--- config.mk ---
export PLATFORM = sky130hd
export DESIGN_NAME = shift_unit_top
export DESIGN_NICKNAME = d
export VERILOG_FILES = /design/src/shift_pkg.sv /design/src/shift_stage_if.sv /design/src/shift_stage.sv /design/src/shift_ctrl.sv /design/src/shift_unit_top.sv
export SDC_FILE = /design/constraint.sdc
export NUM_CORES = 1
export LEC_CHECK = 0
export BUFFER_PORTS_ARGS = -buffer_cell sky130_fd_sc_hd__buf_4
export CAP_MARGIN = 20
export CORE_AREA = 10 10 140 142
export CTS_CLUSTER_SIZE = 28
export DETAILED_ROUTE_END_ITERATION = 10
export DIE_AREA = 0 0 150 152
export MAX_ROUTING_LAYER = met4
export PLACE_DENSITY_LB_ADDON = 0.15
export SYNTH_ARGS = -nofsm -noshare
export SYNTH_HDL_FRONTEND = slang
export SYNTH_SLANG_ARGS = --single-unit
--- constraint.sdc ---
create_clock -name clk -period 5.6 [get_ports clk]
set_input_delay 1.68 -clock clk [delete_from_list [all_inputs] [get_ports clk]]
set_output_delay 1.68 -clock clk [all_outputs]
set_load 0.1 [all_outputs]
--- src/shift_pkg.sv ---
// shared constants and types for the 16-bit shifter; amount is 4 bits, so distances stop at 15
`default_nettype none

package shift_pkg;

  ////////////////////
  // widths
  ////////////////////

  localparam int DATA_W     = 16;
  localparam int AMT_W      = 4;
  localparam int NUM_STAGES = 4;
  localparam int ADR_W      = 2;

  ////////////////////
  // register map
  ////////////////////

  localparam logic [ADR_W-1:0] ADDR_OPERAND = 2'd0;
  localparam logic [ADR_W-1:0] ADDR_CMD     = 2'd1;
  localparam logic [ADR_W-1:0] ADDR_RESULT  = 2'd2;

  // command word fields
  localparam int CMD_AMT_LSB = 0;
  localparam int CMD_OP_LSB  = 4;

  // shifts fill with zeros, rotates wrap
  typedef enum logic [1:0] {
    OP_SHL = 2'd0,
    OP_SHR = 2'd1,
    OP_ROL = 2'd2,
    OP_ROR = 2'd3
  } shift_op_e;

  typedef enum logic [1:0] {
    BUS_IDLE,
    BUS_ACK,
    BUS_WAIT_RESULT
  } bus_state_e;

endpackage

`default_nettype wire

--- src/shift_stage_if.sv ---
// one pipeline hop with no ready signal, so the receiver must take every valid beat
`timescale 1ns/1ps
`default_nettype none

interface shift_stage_if;
  import shift_pkg::*;

  logic              valid;
  logic [DATA_W-1:0] data;
  shift_op_e         op;
  logic [AMT_W-1:0]  amount;

  // receiving side
  modport up (
    input valid, data, op, amount
  );

  // sending side
  modport down (
    output valid, data, op, amount
  );

endinterface

`default_nettype wire

--- src/shift_stage.sv ---
// single registered step; DIST must be a power of two below DATA_W, latency is one cycle
`timescale 1ns/1ps
`default_nettype none

module shift_stage #(
  parameter int DIST = 1
) (
  input logic         clk,
  input logic         rst,
  shift_stage_if.up   prev,
  shift_stage_if.down next
);
  import shift_pkg::*;

  logic              hit;
  logic [DATA_W-1:0] moved;

  // amount bit that belongs to this distance
  assign hit = prev.amount[$clog2(DIST)];

  ////////////////////
  // move by DIST
  ////////////////////

  always_comb begin
    moved = prev.data;
    case (prev.op)
      OP_SHL: moved = prev.data << DIST;
      OP_SHR: moved = prev.data >> DIST;
      OP_ROL: moved = (prev.data << DIST) | (prev.data >> (DATA_W - DIST));
      OP_ROR: moved = (prev.data >> DIST) | (prev.data << (DATA_W - DIST));
      default: moved = prev.data;
    endcase
  end

  ////////////////////
  // pipeline register
  ////////////////////

  always_ff @(posedge clk) begin
    if (rst) begin
      next.valid <= 1'b0;
    end else begin
      next.valid <= prev.valid;
    end
  end

  // data, op and amount
  always_ff @(posedge clk) begin
    next.data   <= hit ? moved : prev.data;
    next.op     <= prev.op;
    next.amount <= prev.amount;
  end

endmodule

`default_nettype wire

--- src/shift_ctrl.sv ---
// Wishbone classic slave; master must hold cyc/stb until ack, RESULT reads stall while busy
`timescale 1ns/1ps
`default_nettype none

module shift_ctrl (
  input  logic                        clk,
  input  logic                        rst,
  input  logic                        wb_cyc,
  input  logic                        wb_stb,
  input  logic                        wb_we,
  input  logic [shift_pkg::ADR_W-1:0]  wb_adr,
  input  logic [shift_pkg::DATA_W-1:0] wb_dat_w,
  output logic [shift_pkg::DATA_W-1:0] wb_dat_r,
  output logic                        wb_ack,
  shift_stage_if.down                 issue,
  shift_stage_if.up                   done
);
  import shift_pkg::*;

  bus_state_e state;

  logic [DATA_W-1:0] operand;
  logic [DATA_W-1:0] result;
  logic [DATA_W-1:0] rd_data;

  // enough room for a full pipe plus one
  logic [$clog2(NUM_STAGES+1)-1:0] inflight;

  logic accept;
  logic wr_operand;
  logic wr_cmd;
  logic rd_result;

  ////////////////////
  // request decode
  ////////////////////

  // new request only counts in idle
  assign accept     = (state == BUS_IDLE) && wb_cyc && wb_stb;
  assign wr_operand = accept && wb_we && (wb_adr == ADDR_OPERAND);
  assign wr_cmd     = accept && wb_we && (wb_adr == ADDR_CMD);
  assign rd_result  = accept && !wb_we && (wb_adr == ADDR_RESULT);

  // CMD and unmapped word read back as zero
  always_comb begin
    rd_data = '0;
    if (wb_adr == ADDR_OPERAND) begin
      rd_data = operand;
    end
  end

  ////////////////////
  // bus FSM
  ////////////////////

  always_ff @(posedge clk) begin
    if (rst) begin
      state    <= BUS_IDLE;
      wb_ack   <= 1'b0;
      wb_dat_r <= '0;
    end else begin
      wb_ack <= 1'b0;
      case (state)
        BUS_IDLE: begin
          if (rd_result) begin
            state <= BUS_WAIT_RESULT;
          end else if (accept) begin
            wb_ack   <= 1'b1;
            wb_dat_r <= rd_data;
            state    <= BUS_ACK;
          end
        end
        // ack high for this one cycle only
        BUS_ACK: begin
          state <= BUS_IDLE;
        end
        BUS_WAIT_RESULT: begin
          // hold off until the newest command has landed
          if (inflight == '0) begin
            wb_ack   <= 1'b1;
            wb_dat_r <= result;
            state    <= BUS_ACK;
          end
        end
        default: begin
          state <= BUS_IDLE;
        end
      endcase
    end
  end

  ////////////////////
  // registers
  ////////////////////

  always_ff @(posedge clk) begin
    if (rst) begin
      operand <= '0;
    end else if (wr_operand) begin
      operand <= wb_dat_w;
    end
  end

  // last completed command
  always_ff @(posedge clk) begin
    if (rst) begin
      result <= '0;
    end else if (done.valid) begin
      result <= done.data;
    end
  end

  ////////////////////
  // issue and tracking
  ////////////////////

  // command enters the pipe on the ack cycle
  always_ff @(posedge clk) begin
    if (rst) begin
      issue.valid <= 1'b0;
    end else begin
      issue.valid <= wr_cmd;
    end
  end

  always_ff @(posedge clk) begin
    if (wr_cmd) begin
      issue.data   <= operand;
      issue.amount <= wb_dat_w[CMD_AMT_LSB +: AMT_W];
      issue.op     <= shift_op_e'(wb_dat_w[CMD_OP_LSB +: $bits(shift_op_e)]);
    end
  end

  // issue and retire in the same cycle cancel out
  always_ff @(posedge clk) begin
    if (rst) begin
      inflight <= '0;
    end else if (wr_cmd && !done.valid) begin
      inflight <= inflight + 1'b1;
    end else if (!wr_cmd && done.valid) begin
      inflight <= inflight - 1'b1;
    end
  end

endmodule

`default_nettype wire

--- src/shift_unit_top.sv ---
// four-stage pipelined shift/rotate unit; a command's result lands five cycles after its ack
`timescale 1ns/1ps
`default_nettype none

module shift_unit_top (
  input  logic                        clk,
  input  logic                        rst,
  input  logic                        wb_cyc,
  input  logic                        wb_stb,
  input  logic                        wb_we,
  input  logic [shift_pkg::ADR_W-1:0]  wb_adr,
  input  logic [shift_pkg::DATA_W-1:0] wb_dat_w,
  output logic [shift_pkg::DATA_W-1:0] wb_dat_r,
  output logic                        wb_ack
);

  ////////////////////
  // stage links
  ////////////////////

  shift_stage_if link_issue ();
  shift_stage_if link_s8 ();
  shift_stage_if link_s4 ();
  shift_stage_if link_s2 ();
  shift_stage_if link_done ();

  shift_ctrl u_ctrl (
    .clk      (clk),
    .rst      (rst),
    .wb_cyc   (wb_cyc),
    .wb_stb   (wb_stb),
    .wb_we    (wb_we),
    .wb_adr   (wb_adr),
    .wb_dat_w (wb_dat_w),
    .wb_dat_r (wb_dat_r),
    .wb_ack   (wb_ack),
    .issue    (link_issue.down),
    .done     (link_done.up)
  );

  ////////////////////
  // pipeline
  ////////////////////

  // largest distance first
  shift_stage #(.DIST(8)) u_stage_8 (
    .clk  (clk),
    .rst  (rst),
    .prev (link_issue.up),
    .next (link_s8.down)
  );

  shift_stage #(.DIST(4)) u_stage_4 (
    .clk  (clk),
    .rst  (rst),
    .prev (link_s8.up),
    .next (link_s4.down)
  );

  shift_stage #(.DIST(2)) u_stage_2 (
    .clk  (clk),
    .rst  (rst),
    .prev (link_s4.up),
    .next (link_s2.down)
  );

  shift_stage #(.DIST(1)) u_stage_1 (
    .clk  (clk),
    .rst  (rst),
    .prev (link_s2.up),
    .next (link_done.down)
  );

endmodule

`default_nettype wire

; Yosys cells after proc, flatten, opt, wreduce, memory -nomap -nowiden
; Index checks and enable logic that the tools add are counted.
; W data, S select, Z words.
[totals]
regBits = 157
elab_cells = 99
[classes]
n_addsub = 2
eq_ne = 19
muxes = 23
n_bitwise = 7
reduce_logical = 24
[ops]
columns = op, n
row1 = $pmux W16 S4, 3
row2 = $mux W16, 8
row3 = $pmux W16 S3, 1
row4 = $pmux W16 S2, 1
row5 = $eq A2 B2 Y1 const B, 10
row6 = $or A12 B16 Y16, 1
row7 = $or A14 B16 Y16, 1
row8 = $or A15 B16 Y16, 1
row9 = $or A16 B1 Y16, 1
row10 = $or A16 B2 Y16, 1
row11 = $or A16 B4 Y16, 1
row12 = $or A16 B8 Y16, 1
row13 = $logic_not A2 Y1, 6
row14 = $eq A2 B1 Y1 const B, 5
row15 = $logic_and A1 B1 Y1, 9
row16 = $mux W2, 3
row17 = $mux W3, 2
row18 = $ne A2 B1 Y1 const B, 2
row19 = $pmux W2 S2, 1
row20 = $reduce_and A4 Y1, 1
row21 = $reduce_bool A2 Y1, 2
row22 = $add A3 B1 Y3 const B, 1
row23 = $logic_not A1 Y1, 3
row24 = $logic_not A3 Y1, 1
row25 = 7 further kinds, 9

; Logic depth before layout (Yosys ltp)
; Gate-level depths: netlist of run 1.
[depth]
word_depth = 9
depth_mapped = 10
mapped_depth_nobuf = 8

; Hierarchy
; From an unflattened synthesis of run 1, not the netlist that was laid out.
[hier_totals]
hier_cells = 608
area_unflattened_um2 = 6369.9
[modules_own_cells]
columns = module, instances, cells_per_inst, area_each_um2
row1 = shift_ctrl, 1, 284, 3071.7
row2 = shift_stage at u_stage_8, 1, 78, 838.3
row3 = shift_stage at u_stage_4, 1, 86, 828.3
row4 = shift_stage at u_stage_1, 1, 79, 817.0
row5 = shift_stage at u_stage_2, 1, 81, 814.5

; Worst setup path after synthesis of run 1
; No wires, ideal clock.
[synth_path]
path_kind = input-to-reg
startpoint = in wb_adr[0] in the netlist's numbering
endpoint = reg u_ctrl.inflight[2]
setup_ps = 70
arrival_time_ps = 5252
required_time_ps = 5530
slack_ps = 278
path_stages = 10
path_buffers = 2
cell_sequence = buf_6 > clkinv_1 > clkbuf_1 > nor3_1 > ha_1 > inv_1 > fa_1 > xor2_1 > or3_1 > a21oi_1
[synth_via]
elab_chain_len = 5
elab_cells_between_ends = 7
cone_classes = eq/ne: 1 / mux: 1 / reduce/logical: 5
[synth_lines]
columns = item, line_no
row1 = start: declaration, shift_unit_top.sv:11  ; input logic [shift_pkg::ADR_W-1:0] wb_adr,
row2 = $eq A2 B1 Y1 (*), shift_ctrl.sv:41  ; assign wr_cmd = accept && wb_we && (wb_adr == ADDR_CMD);
row3 = $logic_and A1 B1 Y1 (*), shift_ctrl.sv:41
row4 = net u_ctrl.wr_cmd, shift_ctrl.sv:31  ; logic wr_cmd;
row5 = $logic_not A1 Y1, shift_ctrl.sv:140  ; end else if (!wr_cmd && done.valid) begin
row6 = $logic_and A1 B1 Y1, shift_ctrl.sv:140
row7 = $reduce_bool A2 Y1 (no line), -
row8 = end signal: assignment, shift_ctrl.sv:139  ; inflight <= inflight + 1'b1;
row9 = end signal: assignment, shift_ctrl.sv:141  ; inflight <= inflight - 1'b1;
row10 = end: declaration, shift_ctrl.sv:27  ; logic [$clog2(NUM_STAGES+1)-1:0] inflight;
; The timed path passes the listed nets; every way through them passes the cells marked *.
; A chain may end at the register's enable or synchronous reset.

; Final worst setup path of run 1
; Ends and elaborated chain as after synthesis.

==> impl_results.md, run 1 <==
- Clock latency reported for the late side of the worst-skew pair: between 0.4 and 0.5 ns
- Layout cell share with drive strength beyond 1: 0.129
- Number of iterations in the first detailed-routing pass: 5
- Average instance area after synthesis: ~10 sq um
- H-tree depth: 4
- Diodes inserted: 0
- Antenna violations before repair: 0
- Final setup violation count: 0
- Areal power density over the cells: ~360 mW/mm^2
- Total track usage: 0.125
- Vias: roughly 4300
- Count of final max-slew check failures: 0
- Pin count of the biggest net entering global routing: 60
- Via count of the first global-routing pass: 3981
- Worst endpoint required time: about 5.9 ns
- Maximum clock skew at final layout: around 0.008 ns
- Post-CTS Repair Setup Buffers: 0
- CTS buffer count: 17
- Horizontal die dimension: roughly 150 microns
- Length of routed wiring on met1: 6660 microns
- Routed Wire Length: approximately 14000 microns
- Seq pwr share: 0.469
- Global-route wire length before repair: around 22000 microns
- Starting density of the core: 0.350
- Sink count of the clock tree: 157
- Number of filler instances in the final layout: 1658
- Total congestion overflow: 0
- Ports placed on the boundary: 40
- Proportion of synthesized flip-flops having asynchronous set or reset: 0
- Routability congestion estimate from global placement: around 0.81
- Growth of design area from synthesis to finish: 17.7%
- Final critical path time including I/O delays and setup: just under 4 ns
- Post-cts repair resize count: 0
- Topmost layer with routed signal wires: met4
- Final #Nets: 626
- Number of nets with antenna violations after detailed routing: 0
- DR vias/cell: about 5
- Amount of wire on met3 after detailed routing: 668 microns
- Number of buffer cells added on primary ports: 39
- TritonCTS clock tree: built
- Path type of the worst min-delay path: reg2reg
- Share of synthesized area occupied by flip-flops and latches: 0.568
- Internal portion of total power: 1960 uW
- Crit-path max FO: 23
- FP Rows: 48
- Reg clk slew, reported paths: 0.06 ns
- Remaining design rule violation count: 0
- Setup crit end kind: register
- Die Height: approximately 150 microns
- Outcome: finished, final reports clean
- Net count after synthesis: 616
- Number of design-rule violations left by the first detailed-router iteration: about 440
- Slew Limit Headroom: 0.252
- Routed length on met2: ~6400 microns
- Synth Flop Type: sky130_fd_sc_hd__dfxtp_1
- HPWL after detailed placement: ~9800 microns
- P_leak: 0.00266 uW
- Number of maximum-capacitance violations: 0
- Cell count after synthesis: between 500 and 600
- Instance area after placement: ~0.0063 sq mm
- Placeable Area: ~0.017 sq mm
- Slew @ Worst Pin: 1.12 ns
- Unrepaired setup endpoints after global routing: no
- Clock Power Share: 0.466
- Combinational fraction of design power: 0.065
- Die outline area: about 0.023 sq mm
- Number of buffers on the longest clock path: 2
- Worst Path Class, Setup: in2reg
- Post-synth cell types: 36
- Peak clock frequency supported by timing: 0.257 GHz
- Average detailed-routed wire length per instance: ~17 microns
- Setup tns final: 0 ns
- Final period utilization: 0.694
- Synth Cell Area: between 0.005 and 0.006 sq mm
- Total of hold buffers inserted after clock tree synthesis: 0
- Arr. time, crit path: 4.22 ns
- Sw Share: 0.227
- Synthesized flop and latch total: between 150 and 200
- Final design area excluding fillers: 0.00697 sq mm
- Hold Fails Final Rpt: 0
- Count of warnings emitted by yosys: 0
- Switch Pwr: 576 uW
- Worst voltage drop across the vdd grid: 0.207 mV
- Number of enable-type register cells in the synthesized netlist: 22
- Type of element launching the critical path: primary input
- Library cell used as clock root buffer: sky130_fd_sc_hd__clkbuf_16
per-stage QoR:
step                      total power [uW]  utilization  cells  setup WS (ns)  hold slack [ns]
after floorplan                       1330            -    591          0.278            0.310
after global placement                1380        0.373    806           1.43            0.311
after detailed placement              1380        0.374    807           1.32            0.312
after CTS                             2560        0.411    839           1.75            0.327
after global routing                  2620        0.411    839           1.56            0.347
final                                 2530        0.411    839           1.71            0.327
worst max-delay path, stage by stage:
cell	delay, ns
sky130_fd_sc_hd__buf_4	0.19
sky130_fd_sc_hd__clkinv_1	0.45
sky130_fd_sc_hd__nor3_2	0.29
sky130_fd_sc_hd__buf_4	0.32
sky130_fd_sc_hd__ha_1	0.24
sky130_fd_sc_hd__inv_1	0.06
sky130_fd_sc_hd__fa_1	0.37
sky130_fd_sc_hd__xor2_1	0.15
sky130_fd_sc_hd__or3_1	0.30
sky130_fd_sc_hd__a21oi_1	0.16
routing by layer:
layer | up-vias | track usage
met5 | - | -
met4 | 0 | 0.0569
met3 | 24 | 0.0356
met2 | 134 | 0.181
met1 | 2002 | 0.160
li1 | 2157 | -
power groups by stage:
| stage | Sequential (uW) | Clock, uW | Combinational [uW] |
|---|---|---|---|
| floorplan | 1260 | 0 | 67.7 |
| CTS | 1190 | 1210 | 166 |
| detailed placement | 1210 | 0 | 165 |
| global route | 1190 | 1250 | 175 |
| global placement | 1210 | 0 | 162 |
| finish | 1190 | 1180 | 166 |
sequential cells by signal, summed over array words and instances (netlist names), 4 cells and up:
signal               flops
u_ctrl.issue.data       16
u_ctrl.operand          16
u_ctrl.result           16
u_ctrl.wb_dat_r         16
u_stage_1.next.data     16
u_stage_2.next.data     16
u_stage_4.next.data     16
u_stage_8.next.data     16
u_ctrl.issue.amount      4
cells in the final DEF, fill, tap and decap left out, drive strengths merged, types with 18 or more instances in the layout:
master,netlist,final
buf,8,44
mux2i,51,51
nand3,23,23
dfxtp,135,135
clkbuf,45,24
nand2,33,33
inv,18,18
edfxtp,22,22
a21oi,57,57
nor2,69,69
synth_stat cells (2+ instances only):
cell type / instances / area share
sky130_fd_sc_hd__buf_2: 3 / 0.0025
sky130_fd_sc_hd__a311oi_1: 16 / 0.024
sky130_fd_sc_hd__edfxtp_1: 22 / 0.11
sky130_fd_sc_hd__clkbuf_1: 45 / 0.029
sky130_fd_sc_hd__inv_1: 18 / 0.011
sky130_fd_sc_hd__o22ai_1: 16 / 0.017
sky130_fd_sc_hd__nor2_1: 69 / 0.044
sky130_fd_sc_hd__a21oi_1: 57 / 0.048
sky130_fd_sc_hd__nand2_1: 33 / 0.021
sky130_fd_sc_hd__dfxtp_1: 135 / 0.46
sky130_fd_sc_hd__xor2_1: 2 / 0.0030
sky130_fd_sc_hd__nand3_1: 23 / 0.019
sky130_fd_sc_hd__o31ai_1: 16 / 0.020
sky130_fd_sc_hd__a22oi_1: 6 / 0.0076
sky130_fd_sc_hd__nand4_1: 16 / 0.017
sky130_fd_sc_hd__nand2b_1: 9 / 0.0095
sky130_fd_sc_hd__nor2b_1: 11 / 0.012
sky130_fd_sc_hd__a31oi_1: 8 / 0.0085
sky130_fd_sc_hd__a221oi_1: 16 / 0.024
sky130_fd_sc_hd__mux2i_1: 51 / 0.086
sky130_fd_sc_hd__buf_6: 4 / 0.0076
area by class of cell:
type	instances	area, sq um	area share
flip-flops and latches	157	3360	0.483
multi-input cells	362	2270	0.327
clock buffers	24	523	0.0751
repair buffers	44	350	0.0503
well taps	225	282	0.0404
clock inverters	8	103	0.0147
inverters	19	71.3	0.0102
kinds of logic after synthesis:
logic type | count (synthesis) | share of synthesized area
xor gates and xnor gates | 2 | 0.00296
and+or+nand+nor | 169 | 0.133
buffers and inverters | 72 | 0.0514
adders and majority gates | 2 | 0.00550
DFF | 157 | 0.568
AOI/OAI and AO/OA | 138 | 0.153
muxes | 51 | 0.0862
path summary, 6_finish.rpt:
kind	from	end	slack [ns]	cells past startpoint
min reg2reg	u_stage_8.next.amount[1]	u_stage_4.next.amount[1]	0.33	0
min	u_stage_8.next.amount[1]	u_stage_4.next.amount[1]	0.33	0
max reg2reg	u_ctrl.state[0]	u_ctrl.inflight[2]	2.99	10
max	wb_adr[0]	u_ctrl.inflight[2]	1.71	10
No activity file was read; power rests on OpenSTA's default activity.
==> inputs of run 2 (changes only) <==
clock period = 4 ns   (was 5.6 ns; I/O delays follow)
==> run 2 against run 1 <==
Effect of this change: cell count rose by 0.24%; non-clock buffer count up 2; clock power up 41%; combinational power is 42% higher; sequential power is 39% higher; global-route usage rose by 0.49 points; total power rose by 41%; critical endpoint unchanged.
==> impl_results.md, run 2 (same netlist as run 1, synthesis figures left out) <==
- Worst slack, placed: ~0.85 ns
- Remaining design rule violation count: 0
- Worst Path Class, Setup: in2reg
- Total instance count after detailed placement: just over 800
- Via count of the first global-routing pass: ~4200
- Growth of design area from synthesis to finish: 17.7%
- Outcome: finished, final reports clean
- Vias: approximately 4300
- Die outline area: approximately 0.023 sq mm
- Horizontal die dimension: approximately 150 microns
- Final critical path time including I/O delays and setup: approximately 2.7 ns
- Final period utilization: 0.671
- Number of design-rule violations left by the first detailed-router iteration: 277
- Final design area excluding fillers: between 0.006 and 0.007 sq mm
- Die Height: around 150 microns
- Slew @ Worst Pin: ~1.1 ns
- Diodes inserted: 0
- H-tree depth: 4
- Antenna violations before repair: 0
- TritonCTS clock tree: built
- Worst endpoint required time: around 4.4 ns
- Routability congestion estimate from global placement: 0.790
- Post-cts repair resize count: 0
- P_leak: around 0.0027 uW
- HPWL after detailed placement: just under 10000 microns
- Areal power density over the cells: between 500 and 600 mW/mm^2
- Sink count of the clock tree: ~160
- FP Rows: 48
- Pin count of the biggest net entering global routing: 60
- Instance area after placement: ~0.0063 sq mm
- Final #Nets: roughly 630
- Slew Limit Headroom: 0.283
- DR vias/cell: approximately 5.1
- Seq pwr share: 0.467
- Internal portion of total power: 2750 uW
- Global-route wire length before repair: about 23000 microns
- Number of iterations in the first detailed-routing pass: 4
- Sw Share: 0.227
- Type of element launching the critical path: primary input
- Routed Wire Length: roughly 14000 microns
- Switch Pwr: approximately 800 uW
- Number of nets with antenna violations after detailed routing: 0
- Total congestion overflow: 0
- Combinational fraction of design power: 0.066
- Total of hold buffers inserted after clock tree synthesis: 0
- Final core occ: 0.411
- Number of maximum-capacitance violations: 0
- Number of buffer cells added on primary ports: 39
- Total track usage: 0.130
- Reg-to-reg slack, setup: approximately 1.8 ns
- Non-filler cells in the finished layout: roughly 840
- Final setup violation count: 0
- Maximum clock skew at final layout: around 0.0076 ns
- Starting density of the core: 0.350
- Ports placed on the boundary: 40
- CTS buffer count: 17
- Path type of the worst min-delay path: reg2reg
- Library cell used as clock root buffer: sky130_fd_sc_hd__clkbuf_16
- Setup tns final: 0 ns
- Clock latency reported for the late side of the worst-skew pair: between 0.4 and 0.5 ns
- Post-CTS Repair Setup Buffers: 0
- Arr. time, crit path: 3.03 ns
- Crit-path max FO: 19
- Most common cell after layout, fill and taps aside: sky130_fd_sc_hd__dfxtp_1
- Peak clock frequency supported by timing: 0.373 GHz
- Placeable Area: 0.0169 sq mm
- Count of final max-slew check failures: 0
- Reg clk slew, reported paths: around 0.060 ns
- Hold Fails Final Rpt: 0
- Clock Power Share: 0.466
- Setup crit end kind: register
- Unrepaired setup endpoints after global routing: no
- Number of buffers on the longest clock path: 2
- Worst voltage drop across the vdd grid: ~0.26 mV
- Average detailed-routed wire length per instance: 16.8 microns
- Post-layout worst setup margin: 1.32 ns
- Leading cell types in the layout, fill and taps excluded: sky130_fd_sc_hd__dfxtp_1, sky130_fd_sc_hd__nor2_1, sky130_fd_sc_hd__a21oi_1
- Layout cell share with drive strength beyond 1: 0.128
[run 2: changes by cell type in the layout (fill, tap and decap cells not counted), sizes merged]
cell / delta
clkinvlp: +1
buf: +1
clkinv: -2
bufinv: +1
inv: +1
[run 2: layout make-up]
type / instances / area [sq um]
Multi-Input combinational cell: 362 / 2280
Fill cell: 1720 / 9970
Timing Repair Buffer: 46 / 352
Clock inverter: 9 / 131
Sequential cell: 157 / 3360
Tap cell: 225 / 282
Inverter: 19 / 71.3
Clock buffer: 23 / 489
[run 2: final timing paths]
kind	startpoint	to	depth (start not counted)
min reg2reg	u_stage_8.next.amount[0]	u_stage_4.next.amount[0]	0
max	wb_adr[0]	u_ctrl.inflight[2]	9
max reg2reg	u_stage_1.next.valid	u_ctrl.inflight[2]	7
min	u_stage_8.next.amount[0]	u_stage_4.next.amount[0]	0
[run 2: power groups by stage]
stage	registers, uW	clock network (uW)	logic [uW]
after floorplan	1770	0	95.8
final	1660	1660	235
after global placement	1700	0	230
after global routing	1670	1770	250
after detailed placement	1700	0	234
after CTS	1660	1700	234
[run 2: layer usage]
metal / vias to the layer above / track usage / share of wire
li1: 2148 / - / -
met1: 1988 / 0.169 / 0.49
met2: 104 / 0.191 / 0.45
met3: 17 / 0.0336 / 0.036
met4: 0 / 0.0500 / 0.019
met5: - / - / 0
[run 2: critical path, stage by stage]
cell and delay, ns:
sky130_fd_sc_hd__buf_4 0.20, sky130_fd_sc_hd__clkinv_1 0.16, sky130_fd_sc_hd__nor3_4 0.22, sky130_fd_sc_hd__ha_1 0.20
sky130_fd_sc_hd__inv_1 0.06, sky130_fd_sc_hd__fa_1 0.37, sky130_fd_sc_hd__xor2_1 0.16, sky130_fd_sc_hd__or3_1 0.32
sky130_fd_sc_hd__a21oi_1 0.15
[run 2: metrics by stage]
stage                     hold slack (ns)  total power (uW)
final                               0.321              3560
after global routing                0.333              3690
after CTS                           0.324              3600
after detailed placement            0.316              1930
after global placement              0.314              1930
after floorplan                     0.310              1860
